## src/common/dmg_clk_pkg.sv

```systemverilog
package dmg_clk_pkg;

	typedef logic [15:0] addr_t;
	typedef logic [7:0]  data_t;
	typedef logic [15:0] div_t;

	// one machine cycle is four master clocks.
	typedef enum logic [1:0] {
		phase_a,
		phase_b,
		phase_c,
		phase_d
	} phase_t;

	typedef enum logic [1:0] {
		rs_hold,
		rs_wait_phase,
		rs_run
	} reset_state_t;

	typedef struct packed {
		addr_t addr;
		data_t wdata;
		logic  wr;
		logic  rd;
	} bus_req_t;

	// one-cycle pulses to the audio frame sequencer.
	typedef struct packed {
		logic tick_512;
		logic tick_256;
		logic tick_128;
	} frame_tick_t;

	// timer clock levels.
	typedef struct packed {
		logic hz_16384;
		logic hz_65536;
		logic hz_262144;
	} div_taps_t;

	localparam addr_t addr_div  = 16'hff04; // divider.
	localparam addr_t addr_lcdc = 16'hff40; // lcd control.
	localparam addr_t addr_test = 16'hff60; // test register.

endpackage

```

## src/apu_seq/apu_frame_div.sv

```systemverilog
module apu_frame_div #(
	parameter int frame_bit = 12
) (
	input  logic                     clkin_a,
	input  logic                     rst_n,
	input  logic                     run,
	input  dmg_clk_pkg::div_t        count,
	output dmg_clk_pkg::frame_tick_t ticks
);

	logic       bit_q;
	logic       bit_fall;
	logic [2:0] step_q;

	dmg_clk_pkg::frame_tick_t ticks_q;

	assign bit_fall = bit_q && !count[frame_bit];

	always_ff @(posedge clkin_a or negedge rst_n) begin
		if (!rst_n) begin
			bit_q <= 1'b0;
		end else begin
			bit_q <= count[frame_bit];
		end
	end

	always_ff @(posedge clkin_a or negedge rst_n) begin
		if (!rst_n) begin
			step_q <= 3'd0;
		end else if (!run) begin
			step_q <= 3'd0;
		end else if (bit_fall) begin
			step_q <= step_q + 3'd1;
		end
	end

	// ticks are decoded from the step being taken.
	always_ff @(posedge clkin_a or negedge rst_n) begin
		if (!rst_n) begin
			ticks_q <= '0;
		end else begin
			ticks_q.tick_512 <= run && bit_fall;
			ticks_q.tick_256 <= run && bit_fall && !step_q[0];
			ticks_q.tick_128 <= run && bit_fall && (step_q[1:0] == 2'b10); // steps 2 and 6.
		end
	end

	assign ticks = ticks_q;

endmodule

```

## src/div/div_counter.sv

```systemverilog
module div_counter (
	input  logic              clkin_a,
	input  logic              rst_n,
	input  logic              run,
	input  logic              clear,
	input  logic              fast,
	output dmg_clk_pkg::div_t count,
	output dmg_clk_pkg::div_taps_t taps
);

	// bit n toggles at master / 2^(n+1).
	localparam int tap_16384  = 7;
	localparam int tap_65536  = 5;
	localparam int tap_262144 = 3;

	localparam dmg_clk_pkg::div_t step_normal = 16'd1;
	localparam dmg_clk_pkg::div_t step_fast   = 16'd256;

	dmg_clk_pkg::div_t count_q;
	dmg_clk_pkg::div_t step;

	assign step = fast ? step_fast : step_normal; // test mode skips the low byte.

	always_ff @(posedge clkin_a or negedge rst_n) begin
		if (!rst_n) begin
			count_q <= '0;
		end else if (clear) begin
			count_q <= '0; // write to ff04.
		end else if (run) begin
			count_q <= count_q + step;
		end
	end

	assign count = count_q;

	assign taps.hz_16384  = count_q[tap_16384];
	assign taps.hz_65536  = count_q[tap_65536];
	assign taps.hz_262144 = count_q[tap_262144];

endmodule

```

## src/rtl/clk_regs.sv

```systemverilog
module clk_regs (
	input  logic                  clkin_a,
	input  logic                  rst_n,
	input  logic                  run,
	input  dmg_clk_pkg::bus_req_t bus,
	input  dmg_clk_pkg::div_t     count,
	output dmg_clk_pkg::data_t    rdata,
	output logic                  div_clear,
	output logic                  lcd_on,
	output logic                  test_fast
);

	logic wr_en;
	logic rd_en;

	dmg_clk_pkg::data_t lcdc_q;
	dmg_clk_pkg::data_t test_q;
	dmg_clk_pkg::data_t rd_mux;

	assign wr_en = run && bus.wr;
	assign rd_en = run && bus.rd;

	// the write edge itself clears the divider.
	assign div_clear = wr_en && (bus.addr == dmg_clk_pkg::addr_div);

	always_ff @(posedge clkin_a or negedge rst_n) begin
		if (!rst_n) begin
			lcdc_q <= '0;
			test_q <= '0;
		end else if (wr_en) begin
			if (bus.addr == dmg_clk_pkg::addr_lcdc) lcdc_q <= bus.wdata;
			if (bus.addr == dmg_clk_pkg::addr_test) test_q <= bus.wdata;
		end
	end

	assign lcd_on    = lcdc_q[7];
	assign test_fast = test_q[1];

	always_comb begin
		case (bus.addr)
			dmg_clk_pkg::addr_div:  rd_mux = count[15:8]; // upper byte only.
			dmg_clk_pkg::addr_lcdc: rd_mux = lcdc_q;
			dmg_clk_pkg::addr_test: rd_mux = test_q;
			default:                rd_mux = 8'hff; // unmapped.
		endcase
	end

	always_ff @(posedge clkin_a or negedge rst_n) begin
		if (!rst_n) begin
			rdata <= '0;
		end else if (rd_en) begin
			rdata <= rd_mux; // held until next read.
		end
	end

endmodule

```

## src/rtl/clocks_reset.sv

```systemverilog
module clocks_reset #(
	parameter int frame_bit   = 12,
	parameter int sync_stages = 2
) (
	input  logic                     clkin_a,
	input  logic                     rst_n,
	input  logic                     ext_reset,
	input  dmg_clk_pkg::bus_req_t    bus,
	output dmg_clk_pkg::data_t       rdata,
	output logic                     sys_rst_n,
	output logic                     video_rst_n,
	output logic                     phi,
	output logic                     cpu_ce,
	output logic                     cpu_rd_sync,
	output dmg_clk_pkg::div_taps_t   taps,
	output dmg_clk_pkg::frame_tick_t ticks
);

	logic phase_last;
	logic div_clear;
	logic lcd_on;
	logic test_fast;

	dmg_clk_pkg::div_t count;

	phase_gen u_phase_gen (
		.clkin_a     (clkin_a),
		.rst_n       (rst_n),
		.rd          (bus.rd),
		.phi         (phi),
		.cpu_ce      (cpu_ce),
		.cpu_rd_sync (cpu_rd_sync),
		.phase_last  (phase_last)
	);

	reset_seq #(
		.sync_stages (sync_stages)
	) u_reset_seq (
		.clkin_a     (clkin_a),
		.rst_n       (rst_n),
		.ext_reset   (ext_reset),
		.phase_last  (phase_last),
		.lcd_on      (lcd_on),
		.sys_rst_n   (sys_rst_n),
		.video_rst_n (video_rst_n)
	);

	div_counter u_div_counter (
		.clkin_a (clkin_a),
		.rst_n   (rst_n),
		.run     (sys_rst_n),
		.clear   (div_clear),
		.fast    (test_fast),
		.count   (count),
		.taps    (taps)
	);

	apu_frame_div #(
		.frame_bit (frame_bit)
	) u_apu_frame_div (
		.clkin_a (clkin_a),
		.rst_n   (rst_n),
		.run     (sys_rst_n),
		.count   (count),
		.ticks   (ticks)
	);

	clk_regs u_clk_regs (
		.clkin_a   (clkin_a),
		.rst_n     (rst_n),
		.run       (sys_rst_n),
		.bus       (bus),
		.count     (count),
		.rdata     (rdata),
		.div_clear (div_clear),
		.lcd_on    (lcd_on),
		.test_fast (test_fast)
	);

endmodule

```

## src/rtl/phase_gen.sv

```systemverilog
module phase_gen (
	input  logic clkin_a,
	input  logic rst_n,
	input  logic rd,
	output logic phi,
	output logic cpu_ce,
	output logic cpu_rd_sync,
	output logic phase_last
);

	dmg_clk_pkg::phase_t phase_q;
	dmg_clk_pkg::phase_t phase_next;

	always_comb begin
		case (phase_q)
			dmg_clk_pkg::phase_a: phase_next = dmg_clk_pkg::phase_b;
			dmg_clk_pkg::phase_b: phase_next = dmg_clk_pkg::phase_c;
			dmg_clk_pkg::phase_c: phase_next = dmg_clk_pkg::phase_d;
			dmg_clk_pkg::phase_d: phase_next = dmg_clk_pkg::phase_a;
			default:              phase_next = dmg_clk_pkg::phase_a;
		endcase
	end

	always_ff @(posedge clkin_a or negedge rst_n) begin
		if (!rst_n) begin
			phase_q <= dmg_clk_pkg::phase_a;
		end else begin
			phase_q <= phase_next;
		end
	end

	// phi is the first half of the machine cycle.
	assign phi = (phase_q == dmg_clk_pkg::phase_a) || (phase_q == dmg_clk_pkg::phase_b);

	assign phase_last = (phase_q == dmg_clk_pkg::phase_d);
	assign cpu_ce     = phase_last; // cpu advances once per machine cycle.

	// strobe used by the cpu to latch external read data.
	always_ff @(posedge clkin_a or negedge rst_n) begin
		if (!rst_n) begin
			cpu_rd_sync <= 1'b0;
		end else begin
			cpu_rd_sync <= rd && phi;
		end
	end

endmodule

```

## src/rtl/reset_seq.sv

```systemverilog
module reset_seq #(
	parameter int sync_stages = 2
) (
	input  logic clkin_a,
	input  logic rst_n,
	input  logic ext_reset,
	input  logic phase_last,
	input  logic lcd_on,
	output logic sys_rst_n,
	output logic video_rst_n
);

	logic [sync_stages-1:0] sync_q;
	logic                   ext_sync;

	dmg_clk_pkg::reset_state_t state_q;
	dmg_clk_pkg::reset_state_t state_next;

	// chain starts asserted.
	always_ff @(posedge clkin_a or negedge rst_n) begin
		if (!rst_n) begin
			sync_q <= '1;
		end else begin
			sync_q[0] <= ext_reset;
			for (int i = 1; i < sync_stages; i++) begin
				sync_q[i] <= sync_q[i-1];
			end
		end
	end

	assign ext_sync = sync_q[sync_stages-1];

	always_comb begin
		state_next = state_q;
		case (state_q)
			dmg_clk_pkg::rs_hold: begin
				if (!ext_sync) begin
					// release straight away when already at the boundary.
					state_next = phase_last ? dmg_clk_pkg::rs_run : dmg_clk_pkg::rs_wait_phase;
				end
			end
			dmg_clk_pkg::rs_wait_phase: begin
				if (ext_sync) begin
					state_next = dmg_clk_pkg::rs_hold;
				end else if (phase_last) begin
					state_next = dmg_clk_pkg::rs_run;
				end
			end
			dmg_clk_pkg::rs_run: begin
				if (ext_sync) begin
					state_next = dmg_clk_pkg::rs_hold;
				end
			end
			default: state_next = dmg_clk_pkg::rs_hold;
		endcase
	end

	always_ff @(posedge clkin_a or negedge rst_n) begin
		if (!rst_n) begin
			state_q     <= dmg_clk_pkg::rs_hold;
			video_rst_n <= 1'b0;
		end else begin
			state_q     <= state_next;
			video_rst_n <= sys_rst_n && lcd_on; // lcd off keeps video in reset.
		end
	end

	assign sys_rst_n = (state_q == dmg_clk_pkg::rs_run);

endmodule

```

## config.mk

```make
export PLATFORM = sky130hd
export DESIGN_NAME = clocks_reset
export DESIGN_NICKNAME = d
export VERILOG_FILES = /design/src/common/dmg_clk_pkg.sv /design/src/apu_seq/apu_frame_div.sv /design/src/div/div_counter.sv /design/src/rtl/clk_regs.sv /design/src/rtl/clocks_reset.sv /design/src/rtl/phase_gen.sv /design/src/rtl/reset_seq.sv
export SDC_FILE = /design/constraint.sdc
export NUM_CORES = 1
export LEC_CHECK = 0
export ABC_AREA = 1
export BUFFER_PORTS_ARGS = -buffer_cell sky130_fd_sc_hd__clkbuf_2
export CAP_MARGIN = 15
export CORE_UTILIZATION = 30
export DETAILED_ROUTE_END_ITERATION = 10
export HOLD_SLACK_MARGIN = 0.15
export PLACE_DENSITY = 0.55
export SLEW_MARGIN = 10
export SYNTH_ARGS = -nofsm -noshare
export SYNTH_HDL_FRONTEND = slang
export SYNTH_SLANG_ARGS = --single-unit
```

## constraint.sdc

```tcl
create_clock -name clkin_a -period 3.3 [get_ports clkin_a]
set_clock_uncertainty 0.1 [all_clocks]
set_input_delay 0.66 -clock clkin_a [delete_from_list [all_inputs] [get_ports clkin_a]]
set_output_delay 0.66 -clock clkin_a [all_outputs]
set_load 0.005 [all_outputs]
```

==> run metrics <==
GR Util met3 0.0255; total track usage 0.125; layout cells sized above 1 0.236; initial antenna violation count 0; Core Area 8890 um^2; sequential share of power 0.540; M1 GR Usage 0.152; unrepaired setup endpoints after global routing false; critical path class reg -> out; drt drc 0; Total Die Area 9780 um^2; worst hold path type reg -> reg; Post-DP HPWL 4180 um; CTS sink count 54; CTS H-Tree Depth 2; largest net degree at the start of global routing 42; max_cap viols 0; first-pass GRT wire length 9740 um; Area growth, synth to finish 15.9%; period utilization 0.653; Critical Path End phi; reg-to-reg setup timing slack 1450 ps; final cell count without fillers 494; setup_tns 0 ps; Critical R2R Launch u_reset_seq.state_q[0]; Worst-Margin Slew 431 ps; Hold Vio Cnt, Final 0; Crit path required time 2540 ps; Tmin final 2160 ps; Logic pwr share 0.130; CTS clk-pin slew, worst paths 100 ps; Yosys cell types 33; status complete, no violations; count of final max-slew check failures 0; global routing usage on met2 0.226; Num CTS Buffers 5; final-stage net count 422; busiest grt layer met2; final RePlAce weighted congestion 0.781; Critical R2R Capture u_clk_regs.test_q[3]; Synth Register Bits 54; Gate Count Post-Synth 337; Die Width 98.9 um; endpoints failing setup 0; antenna viol nets, final 0; P_sw 357 uW; Pint 1.02 mW; 1st-iter DRT viols 96; Final WS setup 1140 ps; reg2reg path depth 6; Critical Path AT 1400 ps; vias in the first global route 2155; fill cell count 920; Placed Instances 484; crit path launch type flop; synthesized area 2820 um^2; CP Capture Type output port; Worst Hold Slack 264 ps; sequential share of the synthesized area 0.481; CTS tree done; standard-cell rows 34; number of I/O port buffers 47; drt total wl 5600 um; GRT Residual Overflow 0; Synth area leaders dfrtp_1, nand2_1, nand3_1; Post-CTS Setup Inserts 0; clk buf depth 2; power share of the clock group 0.329; maximum fanout along the worst path 3; Die Ht 98.9 um; Ys Warns 0; initial core utilization 0.317; FMAX 464 MHz; Slew HR 0.712; power per cell area 421 nW/um^2; Post-Syn Nets 374; peak supply drop 0.000187 V; top cell type by total area after synthesis dfrtp_1; switching share of total power 0.260; Hold Crit Start u_reset_seq.sync_q[0]; Ant. Diodes 0; CTS Root Buffer Type clkbuf_8; Placement Setup Slack 1150 ps; Clk Latency, worst-skew pair 310 ps; syn avg cell area 8.36 um^2; routed vias/inst 4.46; crit path launch u_phase_gen.phase_q[0]; routed len/inst 11.3 um; top-area cell type share of the netlist area 0.462; Leakage Power 1.66 nW; num ports 48; Final Power 1.37 mW; First-pass DRT Iterations 4; total vias in the final route 2201
worst min path at each step:
stage / slack, ps / cells after the start / endpoint
final: 260 / 0 / u_reset_seq.sync_q[1]
after global routing: 270 / 0 / u_reset_seq.sync_q[1]
after CTS: 270 / 0 / u_reset_seq.sync_q[1]
after detailed placement: 250 / 0 / u_reset_seq.sync_q[1]
after global placement: 250 / 0 / u_reset_seq.sync_q[1]
after floorplan: 250 / 0 / u_reset_seq.sync_q[1]
through the flow:
stage                     area (um^2)  utilization
after floorplan                  2820            -
after global placement           3120        0.351
after detailed placement         3120        0.351
after CTS                        3240        0.364
after global routing             3270        0.367
final                            3270        0.367
kinds of logic after synthesis:
family | Yosys count | synth area share
AOI/OAI and AO/OA | 49 | 0.112
adders and majority gates | 8 | 0.0355
buffers and inverters | 63 | 0.101
DFF | 54 | 0.481
and+or+nand+nor | 163 | 0.271
sequential cells by signal, summed over array words and instances, names as in the netlist:
name,cells
u_reset_seq.sync_q,2
u_phase_gen.phase_q,2
u_clk_regs.test_q,8
u_div_counter.count,16
u_reset_seq.video_rst_n,1
u_clk_regs.lcdc_q,8
u_apu_frame_div.ticks,3
u_reset_seq.state_q,2
u_apu_frame_div.bit_q,1
u_clk_regs.rdata,8
u_phase_gen.cpu_rd_sync,1
u_apu_frame_div.step_q,2
power groups by stage:
stage               clock network [mW]  registers (mW)  logic (mW)
floorplan                            0           0.749       0.112
global placement                     0           0.754       0.176
detailed placement                   0           0.756       0.179
CTS                              0.469           0.743       0.180
global route                     0.495           0.750       0.210
finish                           0.453           0.743       0.179
cells in the mapped netlist:
cell,count
buf_2,1
nand3_2,1
buf_4,6
nand3_4,1
nand2_2,4
nor2_1,26
clkinv_2,1
buf_6,3
dfstp_2,2
or2_2,3
dfrtp_1,52
nand3b_1,1
nand2_4,1
nand2_1,73
nor3b_1,1
o21bai_1,10
inv_1,48
o22ai_1,1
nor3_1,3
ha_1,8
a21o_1,1
a31oi_1,3
o21ai_1,11
nor2_2,3
o21a_1,1
nor2_4,4
clkbuf_1,1
o21ai_2,9
nand4_1,5
inv_2,3
nand3_1,37
a21oi_1,8
o21ai_0,5
layout make-up:
cell class                      instances  area [um^2]  area share
Inverter                               52          196      0.0602
Clock buffer                            5         68.8      0.0211
Multi-Input combinational cell        220         1180       0.361
Tap cell                              108          135      0.0414
Sequential cell                        54         1350       0.415
Clock inverter                          3         45.0      0.0138
Timing Repair Buffer                   52          288      0.0881
layout by cell type (no fill, tap or decap), drive strengths merged, types with 3 or more instances in the layout:
cell	Yosys	routed
nor2	33	33
o21bai	10	10
o21ai	25	25
nand4	5	5
nand3	39	39
a31oi	3	3
a21oi	8	8
ha	8	8
dfrtp	52	52
clkbuf	1	52
buf	10	4
inv	51	51
nor3	3	3
or2	3	3
nand2	78	78
timing repair:
action / 4_1_cts / 5_1_grt
resized for setup: 0 / 0
hold buffers: 0 / 1
hold endpoints to repair: 0 / 10
routing by layer:
metal / vias to the layer above / routed length [um]
li1: 1168 / -
met1: 998 / 2640
met2: 28 / 2740
met3: 7 / 171
met4: 0 / 51
met5: - / 0
worst max-delay path, cell delays in order, from the launching register on:
cell and delay (ps):
dfrtp_1 400, inv_1 80, ha_1 220, or2_2 290, clkbuf_2 110
(Power assumes the default switching activity.)
